File: src/logic/ingress_pkg.sv
// Sizes are fixed for two 8-bit and two 32-bit ports merged onto one 64-bit bus
// Ports 0 and 1 are the 8-bit ports, ports 2 and 3 the 32-bit ports
package ingress_pkg;

    //////////////////////////////
    // Sizes
    //////////////////////////////

    localparam int NUM_8B_PORTS  = 2;
    localparam int NUM_32B_PORTS = 2;
    localparam int NUM_PORTS     = NUM_8B_PORTS + NUM_32B_PORTS;

    localparam int BUS_BYTES = 8;
    localparam int MTU_BYTES = 64;
    localparam int MTU_WORDS = (MTU_BYTES + BUS_BYTES - 1) / BUS_BYTES;

    // Two MTUs per port so a full packet can wait while the next one arrives
    localparam int BUF_DEPTH = 2 ** $clog2(2 * MTU_WORDS);

    //////////////////////////////
    // Vector types
    //////////////////////////////

    typedef logic [BUS_BYTES*8-1:0]       bus_data_t;
    typedef logic [BUS_BYTES-1:0]         bus_keep_t;
    typedef logic [$clog2(NUM_PORTS)-1:0] port_idx_t;
    // One extra bit above the address tells full from empty
    typedef logic [$clog2(BUF_DEPTH):0]   buf_ptr_t;
    typedef logic [15:0]                  cnt_t;
    typedef logic [31:0]                  bus_pkt_cnt_t;

    //////////////////////////////
    // Beat structs
    //////////////////////////////

    typedef struct packed {
        logic       valid;
        logic [7:0] data;
        logic       last;
    } in_8b_beat_t;

    typedef struct packed {
        logic        valid;
        logic [31:0] data;
        logic [3:0]  keep;
        logic        last;
    } in_32b_beat_t;

    typedef struct packed {
        bus_data_t data;
        bus_keep_t keep;
        logic      last;
    } word_t;

    typedef struct packed {
        bus_data_t data;
        bus_keep_t keep;
        logic      last;
        port_idx_t port;
    } bus_beat_t;

    typedef struct packed {
        cnt_t accepted;
        cnt_t dropped;
    } port_cnts_t;

    typedef enum logic {
        SCHED_IDLE,
        SCHED_SEND
    } sched_state_t;

endpackage

File: src/logic/ingress_width_adapter.sv
// Input keep must be contiguous from byte 0 and may be partial only on the last beat
// IN_BYTES must divide the bus width (1, 2, 4 or 8), and the input is never stalled
module ingress_width_adapter #(
    parameter int IN_BYTES = 1
) (
    input  logic                      AXIS_ARRAY,
    input  logic                      arst_n,
    input  logic                      in_valid,
    input  logic [IN_BYTES*8-1:0]     in_data,
    input  logic [IN_BYTES-1:0]       in_keep,
    input  logic                      in_last,
    input  logic                      enable,
    input  logic                      cnt_clear,
    output ingress_pkg::word_t        word,
    output logic                      word_valid,
    output ingress_pkg::cnt_t         accepted_cnt
);

    import ingress_pkg::*;

    // Partial word being filled and its fill level in bytes
    bus_data_t                     part_data;
    bus_keep_t                     part_keep;
    logic [$clog2(BUS_BYTES):0]    fill;

    bus_data_t                     nxt_data;
    bus_keep_t                     nxt_keep;
    logic [$clog2(BUS_BYTES):0]    nxt_fill;

    logic mid_pkt;
    logic pkt_accept;
    logic pkt_start;
    logic take;
    logic word_done;

    //////////////////////////////
    // Packet gating
    //////////////////////////////

    // Enable only matters on the first beat of a packet
    assign pkt_start = in_valid && !mid_pkt;
    assign take      = in_valid && (mid_pkt ? pkt_accept : enable);

    //////////////////////////////
    // Byte packing
    //////////////////////////////

    always_comb begin
        int idx;
        nxt_data = part_data;
        nxt_keep = part_keep;
        nxt_fill = fill;
        for (int b = 0; b < IN_BYTES; b++) begin
            idx = int'(fill) + b;
            if (in_keep[b] && idx < BUS_BYTES) begin
                nxt_data[idx*8 +: 8] = in_data[b*8 +: 8];
                nxt_keep[idx]        = 1'b1;
                nxt_fill             = nxt_fill + 1'b1;
            end
        end
    end

    assign word_done = in_last || (int'(nxt_fill) == BUS_BYTES);

    always_ff @(posedge AXIS_ARRAY or negedge arst_n) begin
        if (!arst_n) begin
            mid_pkt    <= 1'b0;
            pkt_accept <= 1'b0;
            part_data  <= '0;
            part_keep  <= '0;
            fill       <= '0;
            word_valid <= 1'b0;
        end else begin
            word_valid <= take && word_done;
            if (in_valid) begin
                mid_pkt <= !in_last;
            end
            if (pkt_start) begin
                pkt_accept <= enable;
            end
            if (take) begin
                if (word_done) begin
                    part_data <= '0;
                    part_keep <= '0;
                    fill      <= '0;
                end else begin
                    part_data <= nxt_data;
                    part_keep <= nxt_keep;
                    fill      <= nxt_fill;
                end
            end
        end
    end

    always_ff @(posedge AXIS_ARRAY) begin
        if (take && word_done) begin
            word <= '{data: nxt_data, keep: nxt_keep, last: in_last};
        end
    end

    // Accepted packets are counted on their last beat, saturating
    always_ff @(posedge AXIS_ARRAY or negedge arst_n) begin
        if (!arst_n) begin
            accepted_cnt <= '0;
        end else if (cnt_clear) begin
            accepted_cnt <= '0;
        end else if (take && in_last && !(&accepted_cnt)) begin
            accepted_cnt <= accepted_cnt + 1'b1;
        end
    end

endmodule

File: config.mk
export PLATFORM = sky130hd
export DESIGN_NAME = ingress_width_adapter
export DESIGN_NICKNAME = d
export VERILOG_FILES = /design/src/logic/ingress_pkg.sv /design/src/logic/ingress_width_adapter.sv
export SDC_FILE = /design/constraint.sdc
export NUM_CORES = 1
export LEC_CHECK = 0
export BUFFER_PORTS_ARGS = -buffer_cell sky130_fd_sc_hd__buf_2
export CAP_MARGIN = 20
export CORE_MARGIN = 3
export CORE_UTILIZATION = 61
export DETAILED_ROUTE_END_ITERATION = 6
export GPL_TIMING_DRIVEN = 0
export PLACE_DENSITY = 0.93
export SYNTH_ARGS = -nofsm -noshare
export SYNTH_HDL_FRONTEND = slang
export SYNTH_SLANG_ARGS = --single-unit
File: constraint.sdc
create_clock -name AXIS_ARRAY -period 9.4 [get_ports AXIS_ARRAY]
set_input_delay 1.88 -clock AXIS_ARRAY [delete_from_list [all_inputs] [get_ports AXIS_ARRAY]]
set_output_delay 1.88 -clock AXIS_ARRAY [all_outputs]
set_load 0.02 [all_outputs]
==> summary.txt <==
Run status
  • Status: complete, no violations

Yosys
  • Synth warn: 0
  • Seq/Total Area, Yosys: 62.6%
  • Post-synth EDFFs: 73
  • Dominant synthesized flop cell: dfrtp_1
  • Yosys top cell area share: about 33%
  • Cells after synthesis: around 570
  • Cell taking the most area after synthesis: dfrtp_1
  • Asr flop ratio synth: 56.5%
  • Distinct cells, synth: 54
  • Netlist Area Pre-Place: 0.00730 mm^2
  • List of most frequent post-synthesis cells: dfrtp_1, edfxtp_1, mux2_2, nand2_1, o2bb2ai_1
  • Top post-synthesis cells by area: dfrtp_1, edfxtp_1, mux2_2
  • Yosys reg bits: 168
  • Mean Syn Cell Area: about 13 um^2
  • Syn_nets: around 590
  • Count leader, synth: dfrtp_1

Placed design
  • HPWL after detailed placement: 11900 um
  • Placer Congestion: 0.872
  • Post-place instance area: 0.00805 mm^2
  • Count of input and output buffers: approximately 100

Die
  • Die width: 115 um
  • # rows: 39
  • Die height: ~120 um
  • DIE AREA: about 0.013 mm^2
  • Initial core utilization: 63.1%
  • I/O pin cnt: 105
  • Core area: between 0.01 and 0.015 mm^2

Clock tree
  • CTS tree: built
  • Clock slew at reported path FFs: 0.06 ns
  • # Post-CTS Setup Buffers: 0
  • Num CTS Buffers: 17
  • Clk Tree Root Cell: clkbuf_16
  • H-tree depth: 4
  • CTS sink count: 168
  • Clock buffer depth: 2
  • Clock Latency Late Sink: 0.43 ns
  • CTS resizes: 0
  • CTS hold repair buffers: 0

STA
  • Total negative slack: 0 ns
  • Worst-margin pin slew: 0.992 ns
  • Unrepaired setup endpoints after global routing: no
  • Final Cycle Share: between 40 and 50%
  • Pins Over Slew Limit: 0
  • Layout Skew: 0.00810 ns
  • Slew HR: 33.2%
  • Final Hold Vio Count: 0
  • Fmax: approximately 0.24 GHz
  • Tmin final: around 4.2 ns
  • Setup Viol. Count Final: 0

GRT
  • Largest net degree at the start of global routing: 54
  • First-pass GRT wire length: 28200 um
  • Antenna violations before repair: 0
  • Grt ovf: 0
  • Number of global-route vias before repair: 5412
  • Tot GR Track Use: 27.6%

Setup path
  • Worst EP arrival: about 4.4 ns
  • Startpoint Class: input pin
  • CP Class: input pin to flip-flop
  • Worst path required time: 9.51 ns
  • Reg2Reg Depth: 9
  • Worst Setup End Kind: flip-flop
  • Crit path max fanout: 53

Layout
  • Diodes inserted: 0
  • # fillers: between 700 and 800
  • Share of layout cells above drive strength 1: about 28%
  • # nets final: between 700 and 800
  • Design area: 0.00862 mm^2
  • Area Growth Syn to Fin: 18.1%

Route
  • Post-route DRC: 0
  • First-pass DRT Iterations: 5
  • DR iter-0 viols: 616
  • DRT Wirelength: ~17000 um
  • Detailed-route via count: around 5300
  • Via-to-Cell Ratio: around 6.3
  • Antenna Violating Nets Remaining: 0
  • Routed wire per std cell: approximately 21 um

Flow run
  • Max cap viols: 0

Pwr
  • Leakage: 0.00369 uW
  • Worst IR drop on VDD: about 0.13 mV
  • Pwr/cell area: 199 mW/mm^2

Min path
  • Hold Crit Class: flip-flop to flip-flop
  • Hold Path Stages: 1
==> routing by layer <==
metal / global-route usage, % / vias up / wire, um
met3: 6.16 / 77 / 1130
li1: - / 2381 / -
met5: 0 / - / 0
met2: 44.9 / 273 / 8700
met4: 15.2 / 0 / 742
met1: 34.5 / 2608 / 6920
==> critical path, stage by stage <==
cell and delay (ns):
clkbuf_1 0.29, nand2_1 0.35, a2111oi_2 0.88, clkbuf_4 0.60, buf_16 0.31
==> per-stage QoR <==
step / cells / power, uW / setup WS [ns] / hold WS (ns) / util (%)
6_report: 846 / 1720 / 5.15 / 0.490 / 74.5
5_1_grt: 846 / 1770 / 4.92 / 0.507 / 74.5
4_1_cts: 846 / 1720 / 5.18 / 0.490 / 74.5
3_5_place_dp: 814 / 1050 / 4.77 / 0.470 / 69.6
3_3_place_gp: 812 / 1040 / 2.72 / 0.469 / 69.1
2_1_floorplan: 567 / 980 / 3.76 / 0.452 / -
==> sequential cells by signal (all words and copies together) (netlist names) <==
register	flops
accepted_cnt	16
word	73
part_keep	8
word_valid	1
fill	4
part_data	64
pkt_accept	1
mid_pkt	1
==> kinds of logic after synthesis <==
family / count (synthesis) / share of synthesized area [%]
mux: 51 / 7.83
simple gates: 174 / 12.0
flops: 168 / 62.6
buf+inv: 35 / 2.09
xor+xnor: 14 / 1.68
fa+ha+maj: 5 / 0.857
compound gates: 120 / 13.0
==> placed cells by master (no fill, tap or decap), types with 12 or more instances in the layout <==
master / count
xnor2_1: 13
nor3_1: 12
mux2_2: 49
a22o_1: 16
clkbuf_16: 17
nand2_1: 49
dfrtp_1: 95
o2bb2ai_1: 48
buf_2: 103
o21ai_0: 21
edfxtp_1: 73
clkbuf_1: 22
nor2_1: 45
==> power breakdown <==
part,internal [uW],switching (uW)
Clock,402,269
Combinational,78.0,160
Sequential,799,11.9
==> final timing paths <==
kind                                           start                   endpoint  slack (ns)
setup / recovery                            in_valid         word[33]$_DFFE_PP_        5.15
hold / removal             part_data[23]$_DFFE_PN0P_  part_data[23]$_DFFE_PN0P_        0.49
setup reg to reg                 fill[2]$_DFFE_PN0P_         word[33]$_DFFE_PP_        5.56
hold reg to reg            part_data[23]$_DFFE_PN0P_  part_data[23]$_DFFE_PN0P_        0.49
max in group asynchronous                     arst_n       word_valid$_DFF_PN0_        7.29
min in group asynchronous                     arst_n  part_data[23]$_DFFE_PN0P_        1.46
==> area by class of cell <==
cell class,instances,area (um^2),area share (%)
flip-flops and latches,168,4570,53.0
repair buffers,104,568,6.59
inverters,7,26.3,0.305
plain buffers,28,130,1.51
clock inverters,9,100,1.16
clock buffers,23,468,5.43
well taps,143,179,2.08
multi-input cells,364,2580,29.9
Note: power is estimated with default switching activity, not from simulation.
