**config.mk**
```make
export PLATFORM = sky130hd
export DESIGN_NAME = ingress_port_buffer
export DESIGN_NICKNAME = d
export VERILOG_FILES = /design/src/logic/ingress_pkg.sv /design/src/logic/ingress_port_buffer.sv
export SDC_FILE = /design/constraint.sdc
export NUM_CORES = 1
export LEC_CHECK = 0
export BUFFER_PORTS_ARGS = -buffer_cell sky130_fd_sc_hd__buf_2
export CAP_MARGIN = 40
export CORE_UTILIZATION = 54
export CTS_BUF_LIST = sky130_fd_sc_hd__clkbuf_8
export CTS_CLUSTER_SIZE = 28
export DETAILED_ROUTE_END_ITERATION = 7
export GPL_TIMING_DRIVEN = 0
export PLACE_DENSITY = 0.71
export SYNTH_ARGS = -nofsm -noshare
export SYNTH_HDL_FRONTEND = slang
export SYNTH_SLANG_ARGS = --single-unit
export TNS_END_PERCENT = 1
```
**constraint.sdc**
```tcl
create_clock -name AXIS_ARRAY -period 6.25 [get_ports AXIS_ARRAY]
set_input_delay 0.625 -clock AXIS_ARRAY [delete_from_list [all_inputs] [get_ports AXIS_ARRAY]]
set_output_delay 0.625 -clock AXIS_ARRAY [all_outputs]
set_load 0.02 [all_outputs]
```
**src/logic/ingress_pkg.sv**
```systemverilog
// Sizes are fixed for two 8-bit and two 32-bit ports merged onto one 64-bit bus
// Ports 0 and 1 are the 8-bit ports, ports 2 and 3 the 32-bit ports
package ingress_pkg;

    //////////////////////////////
    // Sizes
    //////////////////////////////

    localparam int NUM_8B_PORTS  = 2;
    localparam int NUM_32B_PORTS = 2;
    localparam int NUM_PORTS     = NUM_8B_PORTS + NUM_32B_PORTS;

    localparam int BUS_BYTES = 8;
    localparam int MTU_BYTES = 64;
    localparam int MTU_WORDS = (MTU_BYTES + BUS_BYTES - 1) / BUS_BYTES;

    // Two MTUs per port so a full packet can wait while the next one arrives
    localparam int BUF_DEPTH = 2 ** $clog2(2 * MTU_WORDS);

    //////////////////////////////
    // Vector types
    //////////////////////////////

    typedef logic [BUS_BYTES*8-1:0]       bus_data_t;
    typedef logic [BUS_BYTES-1:0]         bus_keep_t;
    typedef logic [$clog2(NUM_PORTS)-1:0] port_idx_t;
    // One extra bit above the address tells full from empty
    typedef logic [$clog2(BUF_DEPTH):0]   buf_ptr_t;
    typedef logic [15:0]                  cnt_t;
    typedef logic [31:0]                  bus_pkt_cnt_t;

    //////////////////////////////
    // Beat structs
    //////////////////////////////

    typedef struct packed {
        logic       valid;
        logic [7:0] data;
        logic       last;
    } in_8b_beat_t;

    typedef struct packed {
        logic        valid;
        logic [31:0] data;
        logic [3:0]  keep;
        logic        last;
    } in_32b_beat_t;

    typedef struct packed {
        bus_data_t data;
        bus_keep_t keep;
        logic      last;
    } word_t;

    typedef struct packed {
        bus_data_t data;
        bus_keep_t keep;
        logic      last;
        port_idx_t port;
    } bus_beat_t;

    typedef struct packed {
        cnt_t accepted;
        cnt_t dropped;
    } port_cnts_t;

    typedef enum logic {
        SCHED_IDLE,
        SCHED_SEND
    } sched_state_t;

endpackage

```
**src/logic/ingress_port_buffer.sv**
```systemverilog
// Releases only complete packets; a packet that meets a full buffer is dropped whole
// Writes are never stalled, so rd_en must only come while pkt_ready is high
module ingress_port_buffer (
    input  logic                  AXIS_ARRAY,
    input  logic                  arst_n,
    input  ingress_pkg::word_t    word,
    input  logic                  word_valid,
    input  logic                  rd_en,
    input  logic                  cnt_clear,
    output ingress_pkg::word_t    head,
    output logic                  pkt_ready,
    output ingress_pkg::cnt_t     dropped_cnt,
    output logic                  overflow
);

    import ingress_pkg::*;

    word_t mem [BUF_DEPTH];

    // Write side runs ahead of the commit point until the packet's last word
    buf_ptr_t wr_ptr;
    buf_ptr_t commit_ptr;
    buf_ptr_t rd_ptr;
    buf_ptr_t used;
    buf_ptr_t pkt_cnt;

    logic dropping;
    logic full;
    logic wr_en;
    logic commit;
    logic release_pkt;
    logic drop_end;

    assign used        = wr_ptr - rd_ptr;
    assign full        = (used == buf_ptr_t'(BUF_DEPTH));
    assign wr_en       = word_valid && !dropping && !full;
    assign commit      = wr_en && word.last;
    assign release_pkt = rd_en && head.last;
    assign drop_end    = word_valid && !wr_en && word.last;

    //////////////////////////////
    // Storage
    //////////////////////////////

    always_ff @(posedge AXIS_ARRAY) begin
        if (wr_en) begin
            mem[wr_ptr[$clog2(BUF_DEPTH)-1:0]] <= word;
        end
    end

    assign head      = mem[rd_ptr[$clog2(BUF_DEPTH)-1:0]];
    assign pkt_ready = (pkt_cnt != '0);

    //////////////////////////////
    // Pointers
    //////////////////////////////

    always_ff @(posedge AXIS_ARRAY or negedge arst_n) begin
        if (!arst_n) begin
            wr_ptr     <= '0;
            commit_ptr <= '0;
            rd_ptr     <= '0;
            pkt_cnt    <= '0;
            dropping   <= 1'b0;
        end else begin
            if (wr_en) begin
                wr_ptr <= wr_ptr + 1'b1;
                if (word.last) begin
                    commit_ptr <= wr_ptr + 1'b1;
                end
            end else if (word_valid) begin
                // No room, so the partial packet is thrown away up to its last word
                wr_ptr   <= commit_ptr;
                dropping <= !word.last;
            end
            if (rd_en) begin
                rd_ptr <= rd_ptr + 1'b1;
            end
            pkt_cnt <= pkt_cnt + buf_ptr_t'(commit) - buf_ptr_t'(release_pkt);
        end
    end

    // A dropped packet is counted once its last word has gone by
    always_ff @(posedge AXIS_ARRAY or negedge arst_n) begin
        if (!arst_n) begin
            dropped_cnt <= '0;
            overflow    <= 1'b0;
        end else if (cnt_clear) begin
            dropped_cnt <= '0;
            overflow    <= 1'b0;
        end else if (drop_end) begin
            overflow <= 1'b1;
            if (!(&dropped_cnt)) begin
                dropped_cnt <= dropped_cnt + 1'b1;
            end
        end
    end

    //////////////////////////////
    // Checks
    //////////////////////////////

    // Occupancy never exceeds the memory, including words not yet committed
    a_no_overfill: assert property (@(posedge AXIS_ARRAY) disable iff (!arst_n)
        used <= buf_ptr_t'(BUF_DEPTH))
        else $error("port buffer written past its depth");

    // The scheduler must only pop from a port that holds a complete packet
    a_rd_when_ready: assert property (@(posedge AXIS_ARRAY) disable iff (!arst_n)
        rd_en |-> pkt_ready)
        else $error("port buffer read without a complete packet");

endmodule

```
==> flow_summary.json <==
{
  "outcome": "finished clean",
  "hpwlAfterDp_um": 59300,
  "cp_max_fo": 40,
  "power_frac_comb": 0.332,
  "p_sw_uw": 7590,
  "drt_iter0_drc": 2207,
  "routabilityCongestion": 0.791,
  "utilization": 0.627,
  "post_cts_resized": 0,
  "power.leakage_uw": 0.0171,
  "grt_pass1_wl_um": 152000,
  "synthToLayoutAreaGrowth_pct": 14.3,
  "p_int_uw": 16300,
  "cts_hold_buf": 1,
  "avgSynthCellArea_um2": 24.6,
  "synth_compound_area_frac": 0.00658,
  "htreeDepth": 4,
  "dp_cells": 3221,
  "drt-pass1-iter-count": 5,
  "holdCritPathClass": "primary input to flop",
  "ys_seq_area_frac": 0.782,
  "power_density_nw_per_um2": 453,
  "cts_sinks": 1206,
  "multi_input_area_um2": 9610,
  "wl_per_cell_um": 29.1,
  "fin_crit_ns": 5.09,
  "drc": 0,
  "portBuffers": 168,
  "endpoint_kind": "flop",
  "ys_ff_latch": 1206,
  "yosys_warnings": 0,
  "synth_fp_nets": 1965,
  "grt_usage": 0.248,
  "clockBufferDepth": 3,
  "r2r_slack_ns": 1.16,
  "cts-buffers-inserted": 186,
  "core_um2": 84000,
  "worst_pin_slew_ns": 0.926,
  "synth_edf_count": 1168,
  "grt_setup_unrepaired": "no",
  "vias": 21658,
  "layout.cells.non_filler": 3559,
  "path_clk_slew_ns": 0.06,
  "layout_commonest_cell": "edfxtp_1",
  "core.rowCount": 106,
  "grt_overflow": 0,
  "reg2reg_depth": 14,
  "slew_viol_final": 0,
  "muxShareOfSynthArea": 0.180,
  "cts_tree": "done",
  "worstHoldStart": "rd_en",
  "r2r-end": "mem[7][33]",
  "finalWirelength_um": 103000,
  "drive_gt1_frac": 0.357,
  "setup_viol": 0,
  "switching_share": 0.318,
  "nets": 2372,
  "holdPathStages": 2,
  "fin_skew_ns": 0.0523,
  "synth_top_family_by_area": "multiplexers",
  "die-area_um2": 86400,
  "synth.distinct_cells": 48,
  "syn_inst": 1870,
  "cp.required_ns": 6.74,
  "synth_top_area_share": 0.762,
  "die_w_um": 294,
  "r2r-start": "rd_ptr[3]",
  "layout_common_cells": "edfxtp_1, mux4_2, buf_2, clkbuf_8, inv_1",
  "worst_setup_path_start_kind": "flop",
  "gr-usage-met3": 0.0501,
  "gr-usage-met1": 0.328,
  "start_util": 0.548,
  "power_frac_clock": 0.251,
  "whs_endpoint": "rd_ptr[1]",
  "peakVddDrop_mv": 0.318,
  "seqPwrFrac": 0.417,
  "fmax_mhz": 197,
  "synthesis.area_um2": 46000,
  "fillCellCount": 5571,
  "async_reset_ff_frac": 0.0315,
  "relSlewSlack": 0.383,
  "synth-xor-area-share": 0.00247,
  "root_buffer": "clkbuf_8",
  "maxCapViolCount": 0,
  "busiest_layer": "met2",
  "final_hold_viol_count": 0,
  "crit_type": "flop to flop",
  "total_power_uw": 23800,
  "synth_area_leader_cell": "edfxtp_1",
  "grt_max_degree": 41,
  "gr-usage-met2": 0.417,
  "clk_latency_ns": 0.85,
  "drt-vias-per-instance": 6.09,
  "seq_area_um2": 36000,
  "yosys.area_share.adder": 0.00478,
  "die-height_um": 294,
  "final_antenna_net_count": 0,
  "antenna_found_initial": 15,
  "cts_setup_buffers": 0,
  "io_pins": 169,
  "critical_path_arrival_ns": 5.57,
  "ys.flop_type": "edfxtp_1",
  "yosys.area_share.simple": 0.0134,
  "period_share": 0.814,
  "grt_pass1_vias": 22855,
  "synth_top_cells_by_area": "edfxtp_1, mux4_2, dfrtp_1, ha_1, clkbuf_1"
}
==> per-layer routing <==
| metal | wire length [um] | vias to the layer above |
|---|---|---|
| met5 | 80 | - |
| met4 | 2290 | 12 |
| met3 | 7800 | 187 |
| met2 | 53400 | 901 |
| met1 | 39900 | 11616 |
| li1 | - | 8942 |
==> final cells by class <==
class	count	share of cell area
Antenna cell	10	0.000475
Buffer	94	0.00746
Timing Repair Buffer	219	0.0328
Tap cell	1134	0.0270
Clock inverter	132	0.0133
Multi-Input combinational cell	552	0.183
Clock buffer	194	0.0507
Sequential cell	1206	0.684
Inverter	18	0.00128
==> state kept, by name, summed over array words and instances, names as in the netlist <==
register	cells
commit_ptr	5
dropped_cnt	16
dropping	1
mem	1168
overflow	1
pkt_cnt	5
rd_ptr	5
wr_ptr	5
==> per-stage QoR <==
step | worst slack (ns) | hold WS, ns | instance area, um^2 | setup TNS (ns)
2_1_floorplan | 1.16 | 0.329 | 46000 | 0
3_3_place_gp | -2.39 | 0.491 | 48300 | -2479.26
3_5_place_dp | 1.16 | 0.498 | 49200 | 0
4_1_cts | 1.16 | 0.0780 | 52600 | 0
5_1_grt | 0.862 | 0.117 | 52600 | 0
6_report | 1.16 | 0.153 | 52600 | 0
==> worst max-delay path by stage <==
stage	startpoint	endpoint	slack (ns)	depth (start not counted)
3_5_place_dp	rd_ptr[3]	mem[7][26]	1.16	14
5_1_grt	rd_ptr[3]	mem[7][43]	0.86	14
6_report	rd_ptr[3]	mem[7][33]	1.16	14
3_3_place_gp	rd_ptr[3]	mem[6][26]	-2.39	11
4_1_cts	rd_ptr[3]	mem[7][43]	1.16	14
2_1_floorplan	rd_ptr[3]	mem[4][0]	1.16	11
==> kinds of logic after synthesis <==
| kind of cell | Yosys count |
|---|---|
| compound gates | 45 |
| mux | 374 |
| xor+xnor | 13 |
| buf+inv | 112 |
| flops | 1206 |
| simple gates | 103 |
| fa+ha+maj | 17 |
==> worst max-delay path: stages, from the launching register on <==
cell	delay (ns)
dfrtp_1	0.42
inv_1	0.09
clkbuf_1	0.43
buf_6	0.23
clkbuf_1	0.30
buf_8	0.21
ha_1	0.27
and2_1	0.17
o2111ai_1	0.34
o311a_1	0.19
buf_2	0.20
clkbuf_1	0.40
and3_1	0.32
and2_4	0.74
buf_16	0.34
==> cells in the mapped netlist, types with 3 or more instances <==
master,number
a31oi_1,3
nor2_1,16
nand2_1,13
buf_2,26
a21oi_1,16
o31ai_1,6
nor3b_1,3
nor2b_1,8
xnor2_1,10
edfxtp_1,1168
clkbuf_1,53
mux2_2,4
mux4_2,364
inv_1,18
ha_1,16
and2_1,14
xor2_1,3
and3_1,10
nor4b_2,3
o221a_2,3
nand3_1,11
dfrtp_1,38
mux2_1,4
buf_1,14
or4_1,6
and4_1,4
nand4_1,5
o21ai_0,6
==> power groups by stage <==
stage | sequential [uW] | clock (uW) | combinational [uW]
floorplan | 10100 | 0 | 5160
global placement | 10200 | 0 | 7570
detailed placement | 10100 | 0 | 8040
CTS | 9940 | 6100 | 8070
global route | 9990 | 6440 | 8390
finish | 9940 | 5990 | 7920
No activity file was read; power rests on OpenSTA's default activity.
